$ cat src/hw/pipe_cpu_defs.svh
`ifndef PIPE_CPU_DEFS_SVH
`define PIPE_CPU_DEFS_SVH

// datapath widths
`define WORD_W 32
`define REG_W 5

`define PC_INIT 32'h0000_0000   // first fetch address
`define PC_STEP 32'd4           // bytes per instruction

// instruction fields
`define OPC_HI 31
`define OPC_LO 26
`define RS_HI 25
`define RS_LO 21
`define RT_HI 20
`define RT_LO 16
`define RD_HI 15
`define RD_LO 11
`define SHAMT_HI 10
`define SHAMT_LO 6
`define FUNCT_HI 5
`define FUNCT_LO 0
`define IMM_W 16     // low half of the word
`define JADDR_W 26   // j target field, word index

`endif

$ cat src/hw/pipe_cpu_pkg.sv
`include "pipe_cpu_defs.svh"

package pipe_cpu_pkg;

   typedef logic [`WORD_W-1:0] word_t;
   typedef logic [`REG_W-1:0] regbits_t;
   typedef logic [`IMM_W-1:0] imm_t;
   typedef logic [`SHAMT_HI-`SHAMT_LO:0] shamt_t;
   typedef logic [`JADDR_W-1:0] jaddr_t;

   // MIPS opcodes of the subset
   typedef enum logic [`OPC_HI-`OPC_LO:0] {
      RTYPE = 6'b000000,
      J     = 6'b000010,
      BEQ   = 6'b000100,
      BNE   = 6'b000101,
      ADDIU = 6'b001001,
      SLTI  = 6'b001010,
      ANDI  = 6'b001100,
      ORI   = 6'b001101,
      XORI  = 6'b001110,
      LUI   = 6'b001111,
      HALT  = 6'b111111
   } opcode_t;

   // R-type funct codes
   typedef enum logic [`FUNCT_HI-`FUNCT_LO:0] {
      SLL  = 6'b000000,
      SRL  = 6'b000010,
      ADDU = 6'b100001,
      SUBU = 6'b100011,
      AND  = 6'b100100,
      OR   = 6'b100101,
      XOR  = 6'b100110,
      NOR  = 6'b100111,
      SLT  = 6'b101010,
      SLTU = 6'b101011
   } funct_t;

   typedef enum logic [3:0] {
      ALU_SLL, ALU_SRL, ALU_ADD, ALU_SUB, ALU_AND, ALU_OR,
      ALU_XOR, ALU_NOR, ALU_SLT, ALU_SLTU, ALU_LUI
   } aluop_t;   // ALU_SLL is 0, so an all-zero ctrl is a nop

   typedef enum logic [1:0] {
      FWD_REG, // value read in decode
      FWD_MEM, // EX/MEM result
      FWD_WB   // MEM/WB result
   } fwd_sel_t;

   typedef struct packed {
      logic reg_write;
      logic reg_dst;   // rd, else rt
      logic alu_src;   // immediate on port b
      logic ext_op;    // sign extend imm
      logic shift_op;  // shamt on port a
      logic beq;
      logic bne;
      logic jump;
      logic halt;
      aluop_t aluop;
   } ctrl_t;

   typedef struct packed {
      ctrl_t ctrl;
      word_t rdata1;
      word_t rdata2;
      regbits_t rs;
      regbits_t rt;
      regbits_t rd;
      imm_t imm;
      shamt_t shamt;
      jaddr_t jaddr;
      word_t pc_plus_4;
   } id_ex_t;

   typedef struct packed {
      logic reg_write;
      logic beq;
      logic bne;
      logic jump;
      logic halt;
      word_t result;
      logic zero;
      regbits_t wsel;
      word_t br_target;
      word_t j_target;
   } ex_mem_t;

   typedef struct packed {
      logic reg_write;
      logic halt;
      regbits_t wsel;
      word_t result;
   } mem_wb_t;

endpackage

$ cat src/hw/alu.sv
`include "pipe_cpu_defs.svh"

module alu
(
   input  pipe_cpu_pkg::aluop_t aluop,
   input  pipe_cpu_pkg::word_t port_a,
   input  pipe_cpu_pkg::word_t port_b,
   output pipe_cpu_pkg::word_t result,
   output logic zero
);
   logic lt_s;
   logic lt_u;

   assign lt_s = $signed(port_a) < $signed(port_b);
   assign lt_u = port_a < port_b;

   always_comb
   begin
      case (aluop)
         pipe_cpu_pkg::ALU_SLL:  result = port_b << port_a[`REG_W-1:0];   // shamt on a
         pipe_cpu_pkg::ALU_SRL:  result = port_b >> port_a[`REG_W-1:0];
         pipe_cpu_pkg::ALU_ADD:  result = port_a + port_b;
         pipe_cpu_pkg::ALU_SUB:  result = port_a - port_b;
         pipe_cpu_pkg::ALU_AND:  result = port_a & port_b;
         pipe_cpu_pkg::ALU_OR:   result = port_a | port_b;
         pipe_cpu_pkg::ALU_XOR:  result = port_a ^ port_b;
         pipe_cpu_pkg::ALU_NOR:  result = ~(port_a | port_b);
         pipe_cpu_pkg::ALU_SLT:  result = {{(`WORD_W-1){1'b0}}, lt_s};
         pipe_cpu_pkg::ALU_SLTU: result = {{(`WORD_W-1){1'b0}}, lt_u};
         pipe_cpu_pkg::ALU_LUI:  result = port_b << `IMM_W;   // imm to upper half
         default:                result = '0;
      endcase
   end

   assign zero = (result == '0);   // beq / bne test

endmodule

$ cat src/hw/decode_unit.sv
`include "pipe_cpu_defs.svh"

module decode_unit
(
   input  pipe_cpu_pkg::word_t instr,
   output pipe_cpu_pkg::ctrl_t ctrl
);
   pipe_cpu_pkg::opcode_t opcode;
   pipe_cpu_pkg::funct_t funct;

   assign opcode = pipe_cpu_pkg::opcode_t'(instr[`OPC_HI:`OPC_LO]);
   assign funct = pipe_cpu_pkg::funct_t'(instr[`FUNCT_HI:`FUNCT_LO]);

   always_comb
   begin
      ctrl = '0;   // nop unless matched below
      case (opcode)
         pipe_cpu_pkg::RTYPE:
         begin
            ctrl.reg_write = 1'b1;
            ctrl.reg_dst = 1'b1;
            case (funct)
               pipe_cpu_pkg::SLL:
               begin
                  ctrl.aluop = pipe_cpu_pkg::ALU_SLL;
                  ctrl.shift_op = 1'b1;
               end
               pipe_cpu_pkg::SRL:
               begin
                  ctrl.aluop = pipe_cpu_pkg::ALU_SRL;
                  ctrl.shift_op = 1'b1;
               end
               pipe_cpu_pkg::ADDU: ctrl.aluop = pipe_cpu_pkg::ALU_ADD;
               pipe_cpu_pkg::SUBU: ctrl.aluop = pipe_cpu_pkg::ALU_SUB;
               pipe_cpu_pkg::AND:  ctrl.aluop = pipe_cpu_pkg::ALU_AND;
               pipe_cpu_pkg::OR:   ctrl.aluop = pipe_cpu_pkg::ALU_OR;
               pipe_cpu_pkg::XOR:  ctrl.aluop = pipe_cpu_pkg::ALU_XOR;
               pipe_cpu_pkg::NOR:  ctrl.aluop = pipe_cpu_pkg::ALU_NOR;
               pipe_cpu_pkg::SLT:  ctrl.aluop = pipe_cpu_pkg::ALU_SLT;
               pipe_cpu_pkg::SLTU: ctrl.aluop = pipe_cpu_pkg::ALU_SLTU;
               default:            ctrl.reg_write = 1'b0;   // unknown funct, nop
            endcase
         end
         pipe_cpu_pkg::ADDIU, pipe_cpu_pkg::SLTI:
         begin
            ctrl.reg_write = 1'b1;
            ctrl.alu_src = 1'b1;
            ctrl.ext_op = 1'b1;   // signed imm
            ctrl.aluop = (opcode == pipe_cpu_pkg::SLTI) ? pipe_cpu_pkg::ALU_SLT
                                                         : pipe_cpu_pkg::ALU_ADD;
         end
         pipe_cpu_pkg::ANDI, pipe_cpu_pkg::ORI, pipe_cpu_pkg::XORI, pipe_cpu_pkg::LUI:
         begin
            ctrl.reg_write = 1'b1;
            ctrl.alu_src = 1'b1;   // zero extended
            case (opcode)
               pipe_cpu_pkg::ANDI: ctrl.aluop = pipe_cpu_pkg::ALU_AND;
               pipe_cpu_pkg::ORI:  ctrl.aluop = pipe_cpu_pkg::ALU_OR;
               pipe_cpu_pkg::XORI: ctrl.aluop = pipe_cpu_pkg::ALU_XOR;
               default:            ctrl.aluop = pipe_cpu_pkg::ALU_LUI;
            endcase
         end
         pipe_cpu_pkg::BEQ, pipe_cpu_pkg::BNE:
         begin
            ctrl.aluop = pipe_cpu_pkg::ALU_SUB;   // zero flag compares rs, rt
            ctrl.beq = (opcode == pipe_cpu_pkg::BEQ);
            ctrl.bne = (opcode == pipe_cpu_pkg::BNE);
         end
         pipe_cpu_pkg::J:    ctrl.jump = 1'b1;
         pipe_cpu_pkg::HALT: ctrl.halt = 1'b1;
         default:            ctrl = '0;
      endcase
   end

endmodule

$ cat src/hw/fetch_unit.sv
`include "pipe_cpu_defs.svh"

module fetch_unit
(
   input  logic CLK,
   input  logic nRST,
   input  logic ihit,
   input  logic halt,
   input  logic redirect,
   input  pipe_cpu_pkg::word_t redirect_pc,
   input  pipe_cpu_pkg::word_t imem_load,
   output pipe_cpu_pkg::word_t imem_addr,
   output pipe_cpu_pkg::word_t instr_d,
   output pipe_cpu_pkg::word_t pc_plus_4_d
);
   pipe_cpu_pkg::word_t pc;
   pipe_cpu_pkg::word_t pc_plus_4;
   logic adv;   // whole pipe moves

   assign adv = ihit && !halt;
   assign pc_plus_4 = pc + `PC_STEP;
   assign imem_addr = pc;

   // PC and IF/ID
   always_ff @(posedge CLK, negedge nRST)
   begin
      if (!nRST)
      begin
         pc <= `PC_INIT;
         instr_d <= '0;     // sll r0 bubble
         pc_plus_4_d <= '0;
      end
      else if (adv)
      begin
         if (redirect)
         begin
            pc <= redirect_pc;   // taken branch or j in MEM
            instr_d <= '0;       // kill the word fetched this cycle
            pc_plus_4_d <= '0;
         end
         else
         begin
            pc <= pc_plus_4;
            instr_d <= imem_load;
            pc_plus_4_d <= pc_plus_4;
         end
      end
   end

   // word aligned fetch only
   assert property (@(posedge CLK) disable iff (!nRST) (pc % `PC_STEP) == '0);

endmodule

$ cat src/hw/forwarding_unit.sv
module forwarding_unit
(
   input  pipe_cpu_pkg::regbits_t rs_ex,
   input  pipe_cpu_pkg::regbits_t rt_ex,
   input  logic mem_wen,
   input  logic wb_wen,
   input  pipe_cpu_pkg::regbits_t mem_wsel,
   input  pipe_cpu_pkg::regbits_t wb_wsel,
   output pipe_cpu_pkg::fwd_sel_t fwd_a,
   output pipe_cpu_pkg::fwd_sel_t fwd_b
);
   // youngest producer wins, r0 never forwarded
   function automatic pipe_cpu_pkg::fwd_sel_t pick(input pipe_cpu_pkg::regbits_t src);
      pipe_cpu_pkg::fwd_sel_t sel;
      sel = pipe_cpu_pkg::FWD_REG;
      if (src != '0)
      begin
         if (mem_wen && mem_wsel == src)
            sel = pipe_cpu_pkg::FWD_MEM;
         else if (wb_wen && wb_wsel == src)
            sel = pipe_cpu_pkg::FWD_WB;
      end
      return sel;
   endfunction

   always_comb
   begin
      fwd_a = pick(rs_ex);
      fwd_b = pick(rt_ex);   // ignored when imm or shamt is used
   end

endmodule

$ cat src/hw/pipe_cpu.sv
`include "pipe_cpu_defs.svh"

module pipe_cpu
(
   input  logic CLK,
   input  logic nRST,
   input  pipe_cpu_pkg::word_t imem_load,
   input  logic ihit,
   output pipe_cpu_pkg::word_t imem_addr,
   output logic wb_wen,
   output pipe_cpu_pkg::regbits_t wb_wsel,
   output pipe_cpu_pkg::word_t wb_wdat,
   output logic halt
);
   logic adv;        // every stage moves this cycle
   logic redirect;   // taken branch or j in MEM
   pipe_cpu_pkg::word_t redirect_pc;
   pipe_cpu_pkg::word_t instr_d;
   pipe_cpu_pkg::word_t pc_plus_4_d;
   pipe_cpu_pkg::word_t rdat1;
   pipe_cpu_pkg::word_t rdat2;
   pipe_cpu_pkg::ctrl_t ctrl_d;
   pipe_cpu_pkg::id_ex_t id_ex;
   pipe_cpu_pkg::id_ex_t id_ex_d;
   pipe_cpu_pkg::ex_mem_t ex_mem;
   pipe_cpu_pkg::ex_mem_t ex_mem_d;
   pipe_cpu_pkg::mem_wb_t mem_wb;
   pipe_cpu_pkg::fwd_sel_t fwd_a;
   pipe_cpu_pkg::fwd_sel_t fwd_b;
   pipe_cpu_pkg::word_t rs_val;
   pipe_cpu_pkg::word_t rt_val;
   pipe_cpu_pkg::word_t imm_ext;
   pipe_cpu_pkg::word_t br_off;
   pipe_cpu_pkg::word_t port_a;
   pipe_cpu_pkg::word_t port_b;
   pipe_cpu_pkg::word_t alu_out;
   logic alu_zero;

   // a halt sitting in WB freezes everything, so halt stays up
   assign halt = mem_wb.halt;
   assign adv = ihit && !halt;

   fetch_unit u_fetch (
      .CLK(CLK), .nRST(nRST), .ihit(ihit), .halt(halt),
      .redirect(redirect), .redirect_pc(redirect_pc), .imem_load(imem_load),
      .imem_addr(imem_addr), .instr_d(instr_d), .pc_plus_4_d(pc_plus_4_d)
   );

   // decode
   decode_unit u_decode (.instr(instr_d), .ctrl(ctrl_d));

   register_file u_regs (
      .CLK(CLK), .nRST(nRST), .wen(wb_wen), .wsel(mem_wb.wsel), .wdat(mem_wb.result),
      .rsel1(instr_d[`RS_HI:`RS_LO]), .rsel2(instr_d[`RT_HI:`RT_LO]),
      .rdat1(rdat1), .rdat2(rdat2)
   );

   always_comb
   begin
      id_ex_d.ctrl = ctrl_d;
      id_ex_d.rdata1 = rdat1;
      id_ex_d.rdata2 = rdat2;
      id_ex_d.rs = instr_d[`RS_HI:`RS_LO];
      id_ex_d.rt = instr_d[`RT_HI:`RT_LO];
      id_ex_d.rd = instr_d[`RD_HI:`RD_LO];
      id_ex_d.imm = instr_d[`IMM_W-1:0];
      id_ex_d.shamt = instr_d[`SHAMT_HI:`SHAMT_LO];
      id_ex_d.jaddr = instr_d[`JADDR_W-1:0];
      id_ex_d.pc_plus_4 = pc_plus_4_d;
   end

   always_ff @(posedge CLK, negedge nRST)
   begin
      if (!nRST)
         id_ex <= '0;
      else if (adv)
         id_ex <= redirect ? '0 : id_ex_d;   // flush -> bubble
   end

   // execute
   forwarding_unit u_fwd (
      .rs_ex(id_ex.rs), .rt_ex(id_ex.rt),
      .mem_wen(ex_mem.reg_write), .wb_wen(mem_wb.reg_write),
      .mem_wsel(ex_mem.wsel), .wb_wsel(mem_wb.wsel),
      .fwd_a(fwd_a), .fwd_b(fwd_b)
   );

   always_comb
   begin
      case (fwd_a)
         pipe_cpu_pkg::FWD_MEM: rs_val = ex_mem.result;
         pipe_cpu_pkg::FWD_WB:  rs_val = mem_wb.result;
         default:               rs_val = id_ex.rdata1;
      endcase
      case (fwd_b)
         pipe_cpu_pkg::FWD_MEM: rt_val = ex_mem.result;
         pipe_cpu_pkg::FWD_WB:  rt_val = mem_wb.result;
         default:               rt_val = id_ex.rdata2;
      endcase
   end

   assign imm_ext = id_ex.ctrl.ext_op
                    ? {{(`WORD_W-`IMM_W){id_ex.imm[`IMM_W-1]}}, id_ex.imm}
                    : {{(`WORD_W-`IMM_W){1'b0}}, id_ex.imm};
   assign port_a = id_ex.ctrl.shift_op ? pipe_cpu_pkg::word_t'(id_ex.shamt) : rs_val;
   assign port_b = id_ex.ctrl.alu_src ? imm_ext : rt_val;
   assign br_off = {{(`WORD_W-`IMM_W-2){id_ex.imm[`IMM_W-1]}}, id_ex.imm, 2'b00};

   alu u_alu (.aluop(id_ex.ctrl.aluop), .port_a(port_a), .port_b(port_b),
              .result(alu_out), .zero(alu_zero));

   always_comb
   begin
      ex_mem_d.reg_write = id_ex.ctrl.reg_write;
      ex_mem_d.beq = id_ex.ctrl.beq;
      ex_mem_d.bne = id_ex.ctrl.bne;
      ex_mem_d.jump = id_ex.ctrl.jump;
      ex_mem_d.halt = id_ex.ctrl.halt;
      ex_mem_d.result = alu_out;
      ex_mem_d.zero = alu_zero;
      ex_mem_d.wsel = id_ex.ctrl.reg_dst ? id_ex.rd : id_ex.rt;
      ex_mem_d.br_target = id_ex.pc_plus_4 + br_off;
      ex_mem_d.j_target = {id_ex.pc_plus_4[`WORD_W-1:`JADDR_W+2], id_ex.jaddr, 2'b00};
   end

   always_ff @(posedge CLK, negedge nRST)
   begin
      if (!nRST)
         ex_mem <= '0;
      else if (adv)
         ex_mem <= redirect ? '0 : ex_mem_d;
   end

   // memory: branches resolve here, predicted not taken
   assign redirect = ex_mem.jump || (ex_mem.beq && ex_mem.zero) || (ex_mem.bne && !ex_mem.zero);
   assign redirect_pc = ex_mem.jump ? ex_mem.j_target : ex_mem.br_target;

   always_ff @(posedge CLK, negedge nRST)
   begin
      if (!nRST)
         mem_wb <= '0;
      else if (adv)
      begin
         mem_wb.reg_write <= ex_mem.reg_write;
         mem_wb.halt <= ex_mem.halt;
         mem_wb.wsel <= ex_mem.wsel;
         mem_wb.result <= ex_mem.result;
      end
   end

   // write-back, once per advancing cycle, r0 hidden
   assign wb_wen = adv && mem_wb.reg_write && (mem_wb.wsel != '0);
   assign wb_wsel = mem_wb.wsel;
   assign wb_wdat = mem_wb.result;

   // the frozen halt entry carries no register write
   assert property (@(posedge CLK) disable iff (!nRST) halt |-> !mem_wb.reg_write);

   // r0 operands stay zero past the forwarding muxes
   assert property (@(posedge CLK) disable iff (!nRST) (id_ex.rs == '0) |-> (rs_val == '0));
   assert property (@(posedge CLK) disable iff (!nRST) (id_ex.rt == '0) |-> (rt_val == '0));

   // opcode outside the subset decodes as a nop
   assert property (@(posedge CLK) disable iff (!nRST)
      adv |-> instr_d[`OPC_HI:`OPC_LO] inside {pipe_cpu_pkg::RTYPE, pipe_cpu_pkg::J,
         pipe_cpu_pkg::BEQ, pipe_cpu_pkg::BNE, pipe_cpu_pkg::ADDIU, pipe_cpu_pkg::SLTI,
         pipe_cpu_pkg::ANDI, pipe_cpu_pkg::ORI, pipe_cpu_pkg::XORI, pipe_cpu_pkg::LUI,
         pipe_cpu_pkg::HALT});

endmodule

$ cat src/hw/register_file.sv
module register_file
(
   input  logic CLK,
   input  logic nRST,
   input  logic wen,
   input  pipe_cpu_pkg::regbits_t wsel,
   input  pipe_cpu_pkg::word_t wdat,
   input  pipe_cpu_pkg::regbits_t rsel1,
   input  pipe_cpu_pkg::regbits_t rsel2,
   output pipe_cpu_pkg::word_t rdat1,
   output pipe_cpu_pkg::word_t rdat2
);
   pipe_cpu_pkg::word_t regs [1:31];   // r0 has no storage

   always_ff @(posedge CLK, negedge nRST)
   begin
      if (!nRST)
      begin
         for (int i = 1; i < 32; i++)
            regs[i] <= '0;
      end
      else if (wen && wsel != '0)
         regs[wsel] <= wdat;
   end

   // write-through so WB and ID can share a cycle
   assign rdat1 = (rsel1 == '0) ? '0 : (wen && wsel == rsel1) ? wdat : regs[rsel1];
   assign rdat2 = (rsel2 == '0) ? '0 : (wen && wsel == rsel2) ? wdat : regs[rsel2];

endmodule

$ cat config.mk
export PLATFORM = sky130hd
export DESIGN_NAME = pipe_cpu
export DESIGN_NICKNAME = d
export VERILOG_FILES = /design/src/hw/pipe_cpu_pkg.sv /design/src/hw/alu.sv /design/src/hw/decode_unit.sv /design/src/hw/fetch_unit.sv /design/src/hw/forwarding_unit.sv /design/src/hw/pipe_cpu.sv /design/src/hw/register_file.sv
export VERILOG_INCLUDE_DIRS = /design/src /design/src/hw
export SDC_FILE = /design/constraint.sdc
export NUM_CORES = 2
export LEC_CHECK = 0
export BUFFER_PORTS_ARGS = -buffer_cell sky130_fd_sc_hd__buf_2
export CORE_MARGIN = 1
export CORE_UTILIZATION = 51
export CTS_CLUSTER_DIAMETER = 120
export CTS_CLUSTER_SIZE = 40
export DETAILED_ROUTE_END_ITERATION = 10
export PLACE_DENSITY = 0.79
export SETUP_SLACK_MARGIN = 0.3
export SLEW_MARGIN = 20
export SYNTH_ARGS = -nofsm -noshare
export SYNTH_HDL_FRONTEND = slang
export SYNTH_SLANG_ARGS = --single-unit
$ cat constraint.sdc
create_clock -name CLK -period 7 [get_ports CLK]
set_input_delay 0.35 -clock CLK [delete_from_list [all_inputs] [get_ports CLK]]
set_output_delay 0.35 -clock CLK [all_outputs]
set_load 0.005 [all_outputs]
==> metrics.yaml <==
place:
  placed_cells: 8603
  gp_congestion: 1.06
  io_buffer_count: 105
  hpwl_microns: 176000
  place_area_sq_um: 84100
sta:
  worstMarginPinSlew_ps: 1150
  fin_crit_sh_pct: 93.6
  rsz0062_at_grt: "false"
  hold_viol: 0
  fmax_mhz: 153
  max_slew_margin_pct: 22.9
  skew_ps: 47.4
  finalCriticalPeriod_ps: 6550
  setup_viol: 0
  slew_viol_final: 0
  setup_tns_ps: 0
layout:
  fin_area_sq_um: 86300
  nFillCells: 12700
  finalNetCount: 6810
  fin_util_pct: 55.0
  post_route_cells_drive_above_1_share_pct: 34.4
  fin_cells: 8708
  syn2layout_area_growth_pct: 6.51
power_and_ir_drop:
  pwr-share-comb_pct: 55.7
  ir_drop_v: 0.000357
  p_switching_mw: 15.7
  seqPwrFrac_pct: 32.6
  pwr-share-clk_pct: 11.8
  power_mw: 32.4
  p_leak_nw: 38.7
  internal-power_mw: 16.8
  switching_share_pct: 48.3
  p_per_area_nw_per_um2: 376
die:
  die_y_microns: 401
  die_w_microns: 401
  num_rows: 145
  die-area_sq_um: 161000
  core_area_sq_um: 157000
  initial_core_util_pct: 51.7
  boundaryPins: 106
synthesis:
  synthArstFlopShare_pct: 100
  netlist_area_sq_um: 81100
  synth_nets: 7001
  synth_ff_type: "dfrtp_1"
  synthCells: 6825
  avgSynthCellArea_sq_um: 11.9
  yosys_register_bits: 1367
  yosys_warnings: 0
  yosysUniqueCellTypes: 93
  synth-edff-count: 0
  ys_seq_area_share_pct: 42.2
run_status:
  status: "finished, final reports clean"
setup_path:
  critPathKind: "register to register"
  crit_arrival_ps: 7150
  critical_path_buf_inv_count: 4
  cp_max_fo: 5
  cp_top_family: "compound AO/OA/AOI/OAI gates"
  critPathLaunchType: "register"
  cp-end-kind: "register"
  critPathSlowestCell: "or4_4"
  critPathMaxStageDelay_ps: 560
  cp.required_ps: 7600
  crit_top_cell: "buf_4"
route:
  wl_microns: 271000
  first_pass_iters: 6
  ant_nets: 0
  vias: 60300
  vias_per_cell: 6.92
  wire_per_inst_microns: 31.1
  route.detailed.drc: 0
  drt-initial-drc-count: 7900
clocking:
  cts_max_path_buffers: 3
  cts_tree: "yes"
  cts_made_buffers: 44
  cts.htree.levels: 2
  clk_pin_slew_ps: 140
  cts-root-buf: "clkbuf_16"
  clock_latency_ps: 720
  cts.sinks: 1367
grt:
  grt_util_all_layers_pct: 33.4
  grt_max_degree: 200
  antenna_found_initial: 2
  grt_first_pass_wirelength_microns: 403000
  overflow: 0
  first_global_vias: 59900
min_path:
  min_path_type: "input pin to async pin"
flow_run:
  cap_violations: 0
sequential cells by signal, summed over array words and instances, names as in the netlist:
name	flops
wb_wdat	32
u_fetch.imem_addr	32
u_fetch.pc_plus_4_d	32
ex_mem	105
u_fetch.instr_d	32
mem_wb	1
wb_wsel	5
halt	1
id_ex	113
br_off	11
u_regs.regs	992
ex_mem_d	11
per-stage QoR:
step / worst slack, ps / hold slack (ps)
after floorplan: 316 / 54.4
after global placement: 62.3 / 389
after detailed placement: 109 / 398
after CTS: 315 / 261
after global routing: 283 / 278
final: 451 / 205
final timing paths:
kind                                      from                   to  slack, ps  depth (start not counted)
max in group asynchronous                 nRST     u_regs.regs[569]       4820                          5
hold / removal                            nRST     u_regs.regs[593]        210                          2
setup reg to reg                     id_ex[89]           ex_mem[69]        450                         25
setup / recovery                     id_ex[89]           ex_mem[69]        450                         25
min in group CLK                 imem_load[15]  u_fetch.instr_d[15]        410                          4
hold reg to reg            u_fetch.instr_d[10]           br_off[12]        480                          2
power groups by stage:
stage	sequential [mW]	combinational, mW	clock [mW]
global placement	10.6	17.1	0
CTS	10.5	17.3	3.85
detailed placement	10.6	17.1	0
floorplan	9.51	11.4	0
global route	10.7	19.0	4.08
finish	10.6	18.0	3.82
cell type report:
class | instances | area [sq um] | share of cell area (%)
multi-input combinational | 4647 | 44300 | 51.3
sequential | 1367 | 34300 | 39.7
clock buffer | 48 | 1150 | 1.33
inverter | 147 | 556 | 0.643
timing repair buffer | 427 | 3310 | 3.83
clock inverter | 13 | 233 | 0.270
tap | 2058 | 2570 | 2.98
antenna | 1 | 2.50 | 0.00290
kinds of logic (layout without fill, tap and decap cells):
family / count (synthesis) / after routing / synth area share [%]
muxes: 1855 / 1855 / 33.5
DFF: 1367 / 1367 / 42.2
and+or+nand+nor: 1279 / 1279 / 6.81
AOI/OAI and AO/OA: 1261 / 1261 / 10.2
buffers and inverters: 811 / 635 / 3.89
adders and majority gates: 141 / 141 / 2.20
xor gates and xnor gates: 111 / 111 / 1.20
other: 0 / 1 / 0
cells in the mapped netlist, types with 26 or more instances:
| cell | instances | area (sq um) |
|---|---|---|
| inv_1 | 144 | 541 |
| mux2i_1 | 199 | 1990 |
| a22o_1 | 95 | 832 |
| o31ai_1 | 34 | 255 |
| o22ai_1 | 49 | 307 |
| dfrtp_1 | 1367 | 34200 |
| xnor2_1 | 72 | 631 |
| clkbuf_1 | 485 | 1820 |
| nand3_1 | 54 | 270 |
| nand2b_1 | 39 | 244 |
| nor2_1 | 240 | 901 |
| mux2_2 | 1075 | 12100 |
| xor2_1 | 39 | 342 |
| buf_1 | 124 | 465 |
| a211oi_1 | 66 | 495 |
| o211ai_1 | 39 | 293 |
| nand2_1 | 726 | 2730 |
| o21ai_0 | 430 | 2150 |
| ha_1 | 138 | 1730 |
| a221oi_1 | 45 | 394 |
| o221a_2 | 26 | 293 |
| nor3_1 | 60 | 300 |
| a21o_1 | 28 | 210 |
| mux4_2 | 579 | 13000 |
| a21oi_1 | 250 | 1250 |
cells in the final DEF, fill, tap and decap left out, types with 59 or more instances in the layout:
master   Yosys  layout
a21oi_1    250     247
a22o_1      95      95
buf_2       22     104
buf_4        6     263
dfrtp_1   1367    1346
ha_1       138     129
inv_1      144     140
mux2_2    1075    1075
mux2i_1    199     198
mux4_2     579     579
nand2_1    726     713
nor2_1     240     220
nor3_1      60      59
o21ai_0    430     427
xnor2_1     72      72
timing repair:
item / CTS / global route
hold buffers: 34 / 0
setup endpoints to repair: 1 / 5
cloned: 0 / 0
setup buffers: 0 / 8
pin swaps: 3 / 22
hold endpoints to repair: 140 / 0
gates resized for setup: 14 / 66
metal layers:
| layer | vias up | share of wire, % | track usage, % |
|---|---|---|---|
| met4 | 2 | 6.0 | 16.7 |
| met1 | 31100 | 39 | 44.8 |
| met3 | 820 | 10 | 8.02 |
| li1 | 24900 | - | - |
| met2 | 3470 | 45 | 50.8 |
| met5 | - | 0.0048 | 0 |
No activity file was read; power rests on OpenSTA's default activity.
